### src/common/bridge_consts.svh
`ifndef BRIDGE_CONSTS_SVH
`define BRIDGE_CONSTS_SVH

// ----------------------------------------------------------------------
// AXI slave side
// ----------------------------------------------------------------------
`define AXI_ADDR_W   32
`define AXI_DATA_W   64
`define AXI_ID_W     4
`define AXI_STRB_W   8

// ----------------------------------------------------------------------
// APB master side
// ----------------------------------------------------------------------
`define APB_ADDR_W   12
`define APB_DATA_W   32

// Response codes on B and R
`define RESP_OKAY    2'b00
`define RESP_SLVERR  2'b10

// Size code of a beat that fills the whole 64-bit bus
`define SIZE_FULL    3'd3

`endif

### src/common/axi_chan_pkg.sv
`include "bridge_consts.svh"

package axi_chan_pkg;

    // ------------------------------------------------------------------
    // Field types
    // ------------------------------------------------------------------
    typedef logic [`AXI_ADDR_W-1:0] axi_addr_t;
    typedef logic [`AXI_DATA_W-1:0] axi_data_t;
    typedef logic [`AXI_STRB_W-1:0] axi_strb_t;
    typedef logic [`AXI_ID_W-1:0]   axi_id_t;
    typedef logic [1:0]             axi_resp_t;
    typedef logic [2:0]             axi_size_t;

    // ------------------------------------------------------------------
    // Channel payloads
    // ------------------------------------------------------------------

    // AR and AW, single beats only
    typedef struct packed {
        axi_id_t   id;
        axi_addr_t addr;
        axi_size_t size;
    } axi_ax_t;

    typedef struct packed {
        axi_data_t data;
        axi_strb_t strb;  // One bit per byte lane
    } axi_w_t;

    typedef struct packed {
        axi_id_t   id;
        axi_data_t data;
        axi_resp_t resp;
    } axi_r_t;

    typedef struct packed {
        axi_id_t   id;
        axi_resp_t resp;
    } axi_b_t;

endpackage

### src/common/apb_xfer_pkg.sv
`include "bridge_consts.svh"

package apb_xfer_pkg;

    typedef logic [`APB_ADDR_W-1:0] apb_addr_t;
    typedef logic [`APB_DATA_W-1:0] apb_data_t;

    // ------------------------------------------------------------------
    // Engine to arbiter handshake payloads
    // ------------------------------------------------------------------

    // One 32-bit APB transfer as asked for by an engine
    typedef struct packed {
        apb_addr_t addr;
        logic      write;
        apb_data_t wdata;  // Ignored on reads
    } apb_req_t;

    // Result of the transfer, valid with the done pulse
    typedef struct packed {
        apb_data_t rdata;
        logic      err;    // PSLVERR of the access phase
    } apb_rsp_t;

    // APB phase sequencer
    typedef enum logic [1:0] {
        IDLE,
        SETUP,
        ACCESS
    } arb_state_t;

endpackage

### src/rtl/apb_arbiter.sv
`timescale 1ns/1ns

module apb_arbiter (
    input  logic                    ACLK,
    input  logic                    ARESETn,

    // Read engine
    input  logic                    rd_req_i,
    input  apb_xfer_pkg::apb_req_t  rd_xfer_i,
    output logic                    rd_done_o,

    // Write engine
    input  logic                    wr_req_i,
    input  apb_xfer_pkg::apb_req_t  wr_xfer_i,
    output logic                    wr_done_o,

    output apb_xfer_pkg::apb_rsp_t  rsp_o,

    // APB3 master
    output logic                    psel_o,
    output logic                    penable_o,
    output logic                    pwrite_o,
    output apb_xfer_pkg::apb_addr_t paddr_o,
    output apb_xfer_pkg::apb_data_t pwdata_o,
    input  apb_xfer_pkg::apb_data_t prdata_i,
    input  logic                    pready_i,
    input  logic                    pslverr_i
);
    import apb_xfer_pkg::*;

    arb_state_t state_q;
    logic       grant_wr_q;  // Owner of the bus, 1 for the write engine
    apb_req_t   sel_xfer;
    logic       xfer_end;

    // Engines hold their request until done, so the bus stays stable
    assign sel_xfer = grant_wr_q ? wr_xfer_i : rd_xfer_i;

    // ------------------------------------------------------------------
    // APB outputs
    // ------------------------------------------------------------------
    assign psel_o    = (state_q != IDLE);
    assign penable_o = (state_q == ACCESS);
    assign pwrite_o  = sel_xfer.write;
    assign paddr_o   = sel_xfer.addr;
    assign pwdata_o  = sel_xfer.wdata;

    assign xfer_end  = (state_q == ACCESS) && pready_i;
    assign rd_done_o = xfer_end && !grant_wr_q;
    assign wr_done_o = xfer_end && grant_wr_q;

    always_comb begin
        rsp_o.rdata = prdata_i;
        rsp_o.err   = pslverr_i;
    end

    // ------------------------------------------------------------------
    // Phase FSM
    // ------------------------------------------------------------------
    always_ff @(posedge ACLK or negedge ARESETn) begin
        if (!ARESETn) begin
            state_q    <= IDLE;
            grant_wr_q <= 1'b0;
        end else begin
            case (state_q)
                IDLE: begin
                    if (rd_req_i) begin          // Reads have priority
                        state_q    <= SETUP;
                        grant_wr_q <= 1'b0;
                    end else if (wr_req_i) begin
                        state_q    <= SETUP;
                        grant_wr_q <= 1'b1;
                    end
                end
                SETUP:   state_q <= ACCESS;
                ACCESS: begin
                    if (pready_i)
                        state_q <= IDLE;         // Grant is released after every word
                end
                default: state_q <= IDLE;
            endcase
        end
    end

endmodule

### src/rd_engine/axi_rd_engine.sv
`timescale 1ns/1ns
`include "bridge_consts.svh"

module axi_rd_engine (
    input  logic                   ACLK,
    input  logic                   ARESETn,

    input  axi_chan_pkg::axi_ax_t  ar_i,
    input  logic                   ar_valid_i,
    output logic                   ar_ready_o,

    output axi_chan_pkg::axi_r_t   r_o,
    output logic                   r_valid_o,
    input  logic                   r_ready_i,

    output logic                   rd_req_o,
    output apb_xfer_pkg::apb_req_t rd_xfer_o,
    input  logic                   rd_done_i,
    input  apb_xfer_pkg::apb_rsp_t rd_rsp_i
);
    import axi_chan_pkg::*;
    import apb_xfer_pkg::*;

    typedef enum logic [1:0] {
        IDLE,
        FETCH,
        RETURN
    } rd_state_t;

    rd_state_t  state_q;
    logic [1:0] need_q;     // Words still to fetch, bit 0 is the low word
    logic [1:0] need_left;  // need_q once the current word is done
    logic       word_sel;   // Word of the request on the bus
    logic       ar_hs;

    axi_id_t    id_q;
    apb_addr_t  addr_q;
    axi_data_t  rdata_q;
    logic       err_q;

    assign ar_ready_o = (state_q == IDLE);
    assign ar_hs      = ar_valid_i && ar_ready_o;
    assign word_sel   = ~need_q[0];  // Low word goes first

    always_comb begin
        need_left           = need_q;
        need_left[word_sel] = 1'b0;
    end

    // ------------------------------------------------------------------
    // Request to the arbiter and R channel
    // ------------------------------------------------------------------
    always_comb begin
        rd_req_o        = (state_q == FETCH);
        rd_xfer_o.addr  = {addr_q[`APB_ADDR_W-1:3], word_sel, 2'b00};
        rd_xfer_o.write = 1'b0;
        rd_xfer_o.wdata = '0;
    end

    always_comb begin
        r_valid_o = (state_q == RETURN);
        r_o.id    = id_q;
        r_o.data  = rdata_q;
        r_o.resp  = err_q ? `RESP_SLVERR : `RESP_OKAY;
    end

    // ------------------------------------------------------------------
    // FSM
    // ------------------------------------------------------------------
    always_ff @(posedge ACLK or negedge ARESETn) begin
        if (!ARESETn) begin
            state_q <= IDLE;
            need_q  <= '0;
        end else begin
            case (state_q)
                IDLE: begin
                    if (ar_hs) begin
                        state_q <= FETCH;
                        if (ar_i.size == `SIZE_FULL)
                            need_q <= 2'b11;
                        else
                            need_q <= ar_i.addr[2] ? 2'b10 : 2'b01;  // Narrow beat
                    end
                end
                FETCH: begin
                    if (rd_done_i) begin
                        need_q <= need_left;
                        if (need_left == 2'b00)
                            state_q <= RETURN;
                    end
                end
                RETURN: begin
                    if (r_ready_i)
                        state_q <= IDLE;
                end
                default: state_q <= IDLE;
            endcase
        end
    end

    // Beat context and read data assembly
    always_ff @(posedge ACLK) begin
        if (ar_hs) begin
            id_q    <= ar_i.id;
            addr_q  <= ar_i.addr[`APB_ADDR_W-1:0];
            rdata_q <= '0;  // Words not fetched read as zero
            err_q   <= 1'b0;
        end else if (rd_done_i) begin
            if (word_sel)
                rdata_q[`AXI_DATA_W-1:`APB_DATA_W] <= rd_rsp_i.rdata;
            else
                rdata_q[`APB_DATA_W-1:0] <= rd_rsp_i.rdata;
            err_q <= err_q | rd_rsp_i.err;
        end
    end

endmodule

### src/wr_engine/axi_wr_engine.sv
`timescale 1ns/1ns
`include "bridge_consts.svh"

module axi_wr_engine (
    input  logic                   ACLK,
    input  logic                   ARESETn,

    input  axi_chan_pkg::axi_ax_t  aw_i,
    input  logic                   aw_valid_i,
    output logic                   aw_ready_o,
    input  axi_chan_pkg::axi_w_t   w_i,
    input  logic                   w_valid_i,
    output logic                   w_ready_o,

    output axi_chan_pkg::axi_b_t   b_o,
    output logic                   b_valid_o,
    input  logic                   b_ready_i,

    output logic                   wr_req_o,
    output apb_xfer_pkg::apb_req_t wr_xfer_o,
    input  logic                   wr_done_i,
    input  apb_xfer_pkg::apb_rsp_t wr_rsp_i
);
    import axi_chan_pkg::*;
    import apb_xfer_pkg::*;

    typedef enum logic [1:0] {
        IDLE,
        STORE,
        RESPOND
    } wr_state_t;

    wr_state_t  state_q;
    logic [1:0] need_q;     // Words still to write, bit 0 is the low word
    logic [1:0] need_left;
    logic [1:0] size_sel;   // Words covered by the beat size
    logic [1:0] strb_nz;    // Words with at least one strobe set
    logic [1:0] need_new;
    logic       word_sel;
    logic       wr_hs;
    apb_data_t  wdata_half;

    axi_id_t    id_q;
    apb_addr_t  addr_q;
    axi_data_t  wdata_q;
    logic       err_q;

    // AW and W are only taken together
    assign wr_hs      = (state_q == IDLE) && aw_valid_i && w_valid_i;
    assign aw_ready_o = wr_hs;
    assign w_ready_o  = wr_hs;

    always_comb begin
        if (aw_i.size == `SIZE_FULL)
            size_sel = 2'b11;
        else
            size_sel = aw_i.addr[2] ? 2'b10 : 2'b01;
        strb_nz  = {|w_i.strb[`AXI_STRB_W-1:`AXI_STRB_W/2], |w_i.strb[`AXI_STRB_W/2-1:0]};
        need_new = size_sel & strb_nz;
    end

    assign word_sel = ~need_q[0];

    always_comb begin
        need_left           = need_q;
        need_left[word_sel] = 1'b0;
    end

    // ------------------------------------------------------------------
    // Request to the arbiter and B channel
    // ------------------------------------------------------------------

    // No byte strobes on APB, the whole word is written
    assign wdata_half = word_sel ? wdata_q[`AXI_DATA_W-1:`APB_DATA_W]
                                 : wdata_q[`APB_DATA_W-1:0];

    always_comb begin
        wr_req_o        = (state_q == STORE);
        wr_xfer_o.addr  = {addr_q[`APB_ADDR_W-1:3], word_sel, 2'b00};
        wr_xfer_o.write = 1'b1;
        wr_xfer_o.wdata = wdata_half;
    end

    always_comb begin
        b_valid_o = (state_q == RESPOND);
        b_o.id    = id_q;
        b_o.resp  = err_q ? `RESP_SLVERR : `RESP_OKAY;
    end

    // ------------------------------------------------------------------
    // FSM
    // ------------------------------------------------------------------
    always_ff @(posedge ACLK or negedge ARESETn) begin
        if (!ARESETn) begin
            state_q <= IDLE;
            need_q  <= '0;
        end else begin
            case (state_q)
                IDLE: begin
                    if (wr_hs) begin
                        need_q <= need_new;
                        // Nothing to write goes straight to the response
                        state_q <= (need_new == 2'b00) ? RESPOND : STORE;
                    end
                end
                STORE: begin
                    if (wr_done_i) begin
                        need_q <= need_left;
                        if (need_left == 2'b00)
                            state_q <= RESPOND;
                    end
                end
                RESPOND: begin
                    if (b_ready_i)
                        state_q <= IDLE;
                end
                default: state_q <= IDLE;
            endcase
        end
    end

    always_ff @(posedge ACLK) begin
        if (wr_hs) begin
            id_q    <= aw_i.id;
            addr_q  <= aw_i.addr[`APB_ADDR_W-1:0];
            wdata_q <= w_i.data;
            err_q   <= 1'b0;
        end else if (wr_done_i) begin
            err_q <= err_q | wr_rsp_i.err;  // Any failing word fails the beat
        end
    end

endmodule

### src/rtl/axi2apb_bridge.sv
`timescale 1ns/1ns

module axi2apb_bridge (
    input  logic                   ACLK,
    input  logic                   ARESETn,

    // AXI read address
    input  axi_chan_pkg::axi_ax_t  ar_i,
    input  logic                   ar_valid_i,
    output logic                   ar_ready_o,

    // AXI write address and data
    input  axi_chan_pkg::axi_ax_t  aw_i,
    input  logic                   aw_valid_i,
    output logic                   aw_ready_o,
    input  axi_chan_pkg::axi_w_t   w_i,
    input  logic                   w_valid_i,
    output logic                   w_ready_o,

    // AXI responses
    output axi_chan_pkg::axi_r_t   r_o,
    output logic                   r_valid_o,
    input  logic                   r_ready_i,
    output axi_chan_pkg::axi_b_t   b_o,
    output logic                   b_valid_o,
    input  logic                   b_ready_i,

    // APB3 master
    output logic                   psel_o,
    output logic                   penable_o,
    output logic                   pwrite_o,
    output apb_xfer_pkg::apb_addr_t paddr_o,
    output apb_xfer_pkg::apb_data_t pwdata_o,
    input  apb_xfer_pkg::apb_data_t prdata_i,
    input  logic                   pready_i,
    input  logic                   pslverr_i
);
    import apb_xfer_pkg::*;

    logic     rd_req;
    apb_req_t rd_xfer;
    logic     rd_done;
    logic     wr_req;
    apb_req_t wr_xfer;
    logic     wr_done;
    apb_rsp_t apb_rsp;  // Shared, qualified by rd_done or wr_done

    axi_rd_engine u_rd_engine (
        .ACLK       (ACLK),
        .ARESETn    (ARESETn),
        .ar_i       (ar_i),
        .ar_valid_i (ar_valid_i),
        .ar_ready_o (ar_ready_o),
        .r_o        (r_o),
        .r_valid_o  (r_valid_o),
        .r_ready_i  (r_ready_i),
        .rd_req_o   (rd_req),
        .rd_xfer_o  (rd_xfer),
        .rd_done_i  (rd_done),
        .rd_rsp_i   (apb_rsp)
    );

    axi_wr_engine u_wr_engine (
        .ACLK       (ACLK),
        .ARESETn    (ARESETn),
        .aw_i       (aw_i),
        .aw_valid_i (aw_valid_i),
        .aw_ready_o (aw_ready_o),
        .w_i        (w_i),
        .w_valid_i  (w_valid_i),
        .w_ready_o  (w_ready_o),
        .b_o        (b_o),
        .b_valid_o  (b_valid_o),
        .b_ready_i  (b_ready_i),
        .wr_req_o   (wr_req),
        .wr_xfer_o  (wr_xfer),
        .wr_done_i  (wr_done),
        .wr_rsp_i   (apb_rsp)
    );

    apb_arbiter u_apb_arbiter (
        .ACLK       (ACLK),
        .ARESETn    (ARESETn),
        .rd_req_i   (rd_req),
        .rd_xfer_i  (rd_xfer),
        .rd_done_o  (rd_done),
        .wr_req_i   (wr_req),
        .wr_xfer_i  (wr_xfer),
        .wr_done_o  (wr_done),
        .rsp_o      (apb_rsp),
        .psel_o     (psel_o),
        .penable_o  (penable_o),
        .pwrite_o   (pwrite_o),
        .paddr_o    (paddr_o),
        .pwdata_o   (pwdata_o),
        .prdata_i   (prdata_i),
        .pready_i   (pready_i),
        .pslverr_i  (pslverr_i)
    );

endmodule

### config.mk
export PLATFORM = sky130hd
export DESIGN_NAME = axi2apb_bridge
export DESIGN_NICKNAME = d
export VERILOG_FILES = /design/src/common/axi_chan_pkg.sv /design/src/common/apb_xfer_pkg.sv /design/src/rtl/apb_arbiter.sv /design/src/rd_engine/axi_rd_engine.sv /design/src/wr_engine/axi_wr_engine.sv /design/src/rtl/axi2apb_bridge.sv
export VERILOG_INCLUDE_DIRS = /design/src /design/src/common
export SDC_FILE = /design/constraint.sdc
export NUM_CORES = 1
export LEC_CHECK = 0
export BUFFER_PORTS_ARGS = -buffer_cell sky130_fd_sc_hd__buf_2
export CAP_MARGIN = 10
export CORE_UTILIZATION = 48
export CTS_CLUSTER_SIZE = 12
export DETAILED_ROUTE_END_ITERATION = 8
export HOLD_SLACK_MARGIN = 0.05
export PLACE_DENSITY = 0.81
export SLEW_MARGIN = 20
export SYNTH_ARGS = -nofsm -noshare
export SYNTH_HDL_FRONTEND = slang
export SYNTH_HIERARCHICAL = 1
export SYNTH_SLANG_ARGS = --single-unit
### constraint.sdc
create_clock -name ACLK -period 3.5 [get_ports ACLK]
set_input_delay 0.175 -clock ACLK [delete_from_list [all_inputs] [get_ports ACLK]]
set_output_delay 0.175 -clock ACLK [all_outputs]
set_load 0.1 [all_outputs]
======== Word level (Yosys, flattened, before mapping) ========
Cells that the tools add are included.
storage, ports and cells
  flip-flop bits (word level) ............. 173
  latch bits .............................. 0
  memory bits (writable) .................. 0
  memory bits (read-only) ................. 0
  bits of input ports ..................... 191
  output and inout port bits .............. 128
  word-level logic and storage cells ...... 110
  memories ................................ 0
operators by class
  $add $sub $neg .......................... 0
  $mul .................................... 0
  divide/modulo/power cells ............... 0
  $lt $le $gt $ge ......................... 4
  eq/ne operators ......................... 18
  shifts and indexed selects .............. 0
  mux-type cells .......................... 35
  bitwise gates (word level) .............. 9
  reductions and logical operators ........ 29
operators with widths
  operator            count
  $mux 45             1
  $mux 2              22
  $mux 32             1
  $pmux 2 s3          3
  $logic_not 2->1     6
  $ne 2x1->1 const B  5
  $logic_and 1x1->1   8
  $ne 2x2->1 const B  4
  $pmux 2 s2          2
  $reduce_and 2->1    4
  $reduce_and 4->1    2
  $reduce_bool 2->1   4
  $reduce_or 4->1     2
  $and 2x2->2         3
  $eq 2x1->1 const B  3
  $eq 2x2->1 const B  3
  $eq 3x2->1 const B  2
  $reduce_and 3->1    2
  $lt 1x2->1 const B  2
  $mux 1              4
  $not 2->2           2
  $ne 3x2->1 const B  1
  $demux 1 s1         2
  $ge 1x1->1 const B  2
  other kinds (3)     5

======== Longest topological paths before layout ========
  depth after elaboration ................. 11
  depth in mapped cells ................... 8

======== Cells and area by module ========
Netlist, hierarchy kept.
by module, submodules not included
  module         instances  cells each  area an instance (µm²)
  axi_rd_engine  1          360         3180.6
  axi_wr_engine  1          154         3046.7
  apb_arbiter    1          97          1004.7

======== Worst setup path before layout ========
Ideal clock, no wire load.
  kind .................................... reg2out
  start point ............................. reg u_wr_engine.state_q[1]
  end point ............................... out w_ready_o
  arrival time ............................ 3477 ps
  slack ................................... -152 ps
  stages on the path, launching flop included .. 4
  path buffers ............................ 1
  path through ............................ dfrtp_1 > or3_4 > inv_1 > buf_4
on the way
  cells in the longest elaborated chain, start to end .. 3
ends and longest elaborated chain
  item                            RTL line              text
  from (decl)                     axi_wr_engine.sv:33   wr_state_t state_q;
  from (signal assigned)          axi_wr_engine.sv:103  state_q <= (need_new == 2'b00) ? RESPOND : STORE;
  $logic_not 2->1                 axi_wr_engine.sv:49   assign wr_hs = (state_q == IDLE) && aw_valid_i && w_valid_i;
  $logic_and 1x1->1 (2 in a row)  axi_wr_engine.sv:49
  to (decl)                       axi2apb_bridge.sv:18  output logic w_ready_o,
Every way passes these cells.

==> impl_metrics.yaml <==
global_routing:
  grt_pass1_wl_um: 30720
  grt_usage_pct: 25.84
  grt_overflow: 0
  grt_pass1_vias: 5892
  grt_max_degree: 48
  antenna_found_initial: 1
sta:
  hold_viol: 0
  rsz0062_at_grt: "false"
  worstMarginPinSlew_ns: 0.8116
  slew_viol_final: 0
  finClkSkew_ns: 0.01330
  fmax_mhz: 377.2
  setup_viol: 0
  relSlewSlack_pct: 45.89
  post-route-min-period_ns: 2.651
  setup-tns-final_ns: 0
  post-route-period-util_pct: 75.76
setup_path:
  worstPathRequired_ns: 3.32
  crit_chain: "buf_12, mux2_2, mux2_2, buf_2"
  worstRegToRegCells: 6
  slowest_stage: "dfrtp_1"
  worst-r2r-setup-slack_ns: 1.35
  rr_endpoint: "u_rd_engine/rdata_q[29]"
  worstSetupEndpointType: "primary output"
  crit_start: "u_wr_engine/need_q[0]"
  cp-start-kind: "flop"
  crit_family: "flip-flops"
  slowest_delay_ns: 0.87
  crit_top_cell: "mux2_2"
  crit_fanout: 21
  r2r_start: "u_apb_arbiter/state_q[0]"
  critPathKind: "flop to primary output"
  crit_arrival_ns: 2.48
  cp.buffers_inverters: 2
synth:
  ys_ff_latch: 167
  synthCells: 611
  postSynth.asyncResetShare_pct: 6.587
  synth-edff-count: 90
  synth.distinct_cells: 39
  syn_avg_cell_area_um2: 11.84
  ys_seq_area_share_pct: 59.45
  yosys_warnings: 6
  ys.flop_type: "edfxtp_1"
  netlist_area_um2: 7232
floorplan:
  dieArea_um2: 15560
  dieHeight_um: 124.7
  start_util_pct: 49.38
  std_cell_rows: 44
  core_area_um2: 14640
  chipWidth_um: 124.7
  ioPinCount: 319
run:
  drv_cap: 0
clock_tree:
  cts_buffers: 17
  clkTransAtPathRegs_ns: 0.06
  h-tree-depth: 4
  cts_tree: "built"
  clockBufferDepth: 2
  cts_setup_buffers: 0
  cts-root-buf: "clkbuf_16"
  clock_sinks: 167
  clkLatencyLatePin_ns: 0.41
hold_path:
  min_path_type: "input pin to flop"
  hold_depth: 4
  min_to: "u_rd_engine/need_q[0]"
  hold_path_startpoint: "ar_i[5]"
final_layout:
  final_nets: 1153
  fillerInstances: 1002
  regArea_um2: 4300
  drive_gt1_share_pct: 40.21
  area_growth_pct: 39.36
  multiInputGateArea_um2: 2256
drt:
  first_iter_violations: 408
  drtAntennaViolNets: 0
  drc: 44
  vias: 5699
  first_pass_iters: 7
  vias_per_cell: 4.913
  wire_per_inst_um: 17.06
  drt_wl_total_um: 19780
run_status:
  outcome: "finished, violations left"
  violations: "DRC"
place:
  port_buffers: 270
  gp_congestion: 0.7574
  hpwlAfterDp_um: 11380
repair_timing:
| item | 4_1_cts | 5_1_grt |
|---|---|---|
| endpoints found under the hold margin | 169 | 0 |
| hold buffers | 126 | 0 |
| resized for setup | 0 | 0 |
cells in the mapped netlist (all sizes together) (2+ instances only):
cell type / number / area, um2
nand2: 135 / 506.7
buf: 106 / 783.3
edfxtp: 90 / 2703
mux2: 78 / 942.2
a21oi: 67 / 335.3
dfxtp: 66 / 1321
dfrtp: 11 / 275.3
nor2: 8 / 30.03
inv: 7 / 26.28
o21ai: 6 / 30.03
nor2b: 5 / 31.28
clkbuf: 3 / 11.26
conb: 3 / 11.26
and2b: 2 / 17.52
and3b: 2 / 17.52
nand3b: 2 / 15.01
nor3b: 2 / 26.28
nor4: 2 / 18.77
through the flow:
| stage | hold slack [ns] | std cells | instance area (um2) | utilization (%) | worst slack (ns) |
|---|---|---|---|---|---|
| floorplan | -0.1206 | 648 | 7375 | - | 0.6389 |
| global placement | 0.06850 | 1001 | 8250 | 56.34 | 1.301 |
| detailed placement | 0.07210 | 1001 | 8250 | 56.34 | 1.275 |
| CTS | 0.05077 | 1159 | 10070 | 68.79 | 0.8357 |
| global route | 0.08610 | 1160 | 10080 | 68.82 | 0.7651 |
| finish | 0.06334 | 1160 | 10080 | 68.82 | 0.8486 |
how the worst max path moves through the flow:
| stage | endpoint | depth (start not counted) |
|---|---|---|
| after floorplan | u_rd_engine/rdata_q[34] | 7 |
| after global routing | pwdata_o[15] | 4 |
| after CTS | pwdata_o[19] | 4 |
| after global placement | u_rd_engine/rdata_q[29] | 5 |
| final | pwdata_o[23] | 4 |
| after detailed placement | u_rd_engine/rdata_q[31] | 5 |
worst register-to-register path, delay by kind of cell, from the launching register on:
family                 cells  cell delay, ns
AND/OR/NAND/NOR            4            1.14
flip-flops                 1            0.42
buffers and inverters      1            0.35
AO/OA/AOI/OAI              1            0.19
layout make-up:
type	count	share of cell area (%)
inverter	7	0.2980
multi-input combinational	365	22.38
sequential	167	42.67
clock buffer	18	4.258
antenna	1	0.02483
tap	184	2.284
timing repair buffer	404	26.77
clock inverter	14	1.316
state kept, by name, summed over array words and instances, names as in the netlist, 4 cells and up:
register,count
u_rd_engine/rdata_q,64
u_wr_engine/wdata_q,64
u_rd_engine/addr_q,9
u_wr_engine/addr_q,9
u_rd_engine/id_q,4
u_wr_engine/id_q,4
logic make-up (layout without fill, tap and decap cells):
group	count (synthesis)	after routing	synth area share (%)
and+or+nand+nor	163	163	9.654
AOI/OAI and AO/OA	83	83	6.229
buffers and inverters	116	443	11.35
muxes	79	79	13.17
DFF	167	167	59.45
other	3	41	0.1557
placed cells by master, fill, tap and decap left out, drive strengths merged, types with 2 or more instances in the layout:
cell         instances
nor3b                2
nor4                 2
dfrtp               11
and3b                2
dlygate4sd3        126
bufinv               2
dfxtp               66
a21oi               67
clkbuf              18
o21ai                6
nand3b               2
nor2b                5
clkinvlp             3
edfxtp              90
conb                40
nand2              135
clkinv               9
mux2                78
buf                278
and2b                2
nor2                 8
inv                  7
routing by layer:
layer / vias to the layer above / routed length, um / GRT usage (%)
met5: - / 0 / 0
met4: 0 / 641 / 11.55
met3: 47 / 1566 / 7.603
met2: 265 / 10460 / 47.36
met1: 2701 / 7111 / 27.22
li1: 2686 / - / -
Power is left out: the tool's default activity adds up to more than one toggle a clock period on the data nets, which glitch-free logic cannot reach.
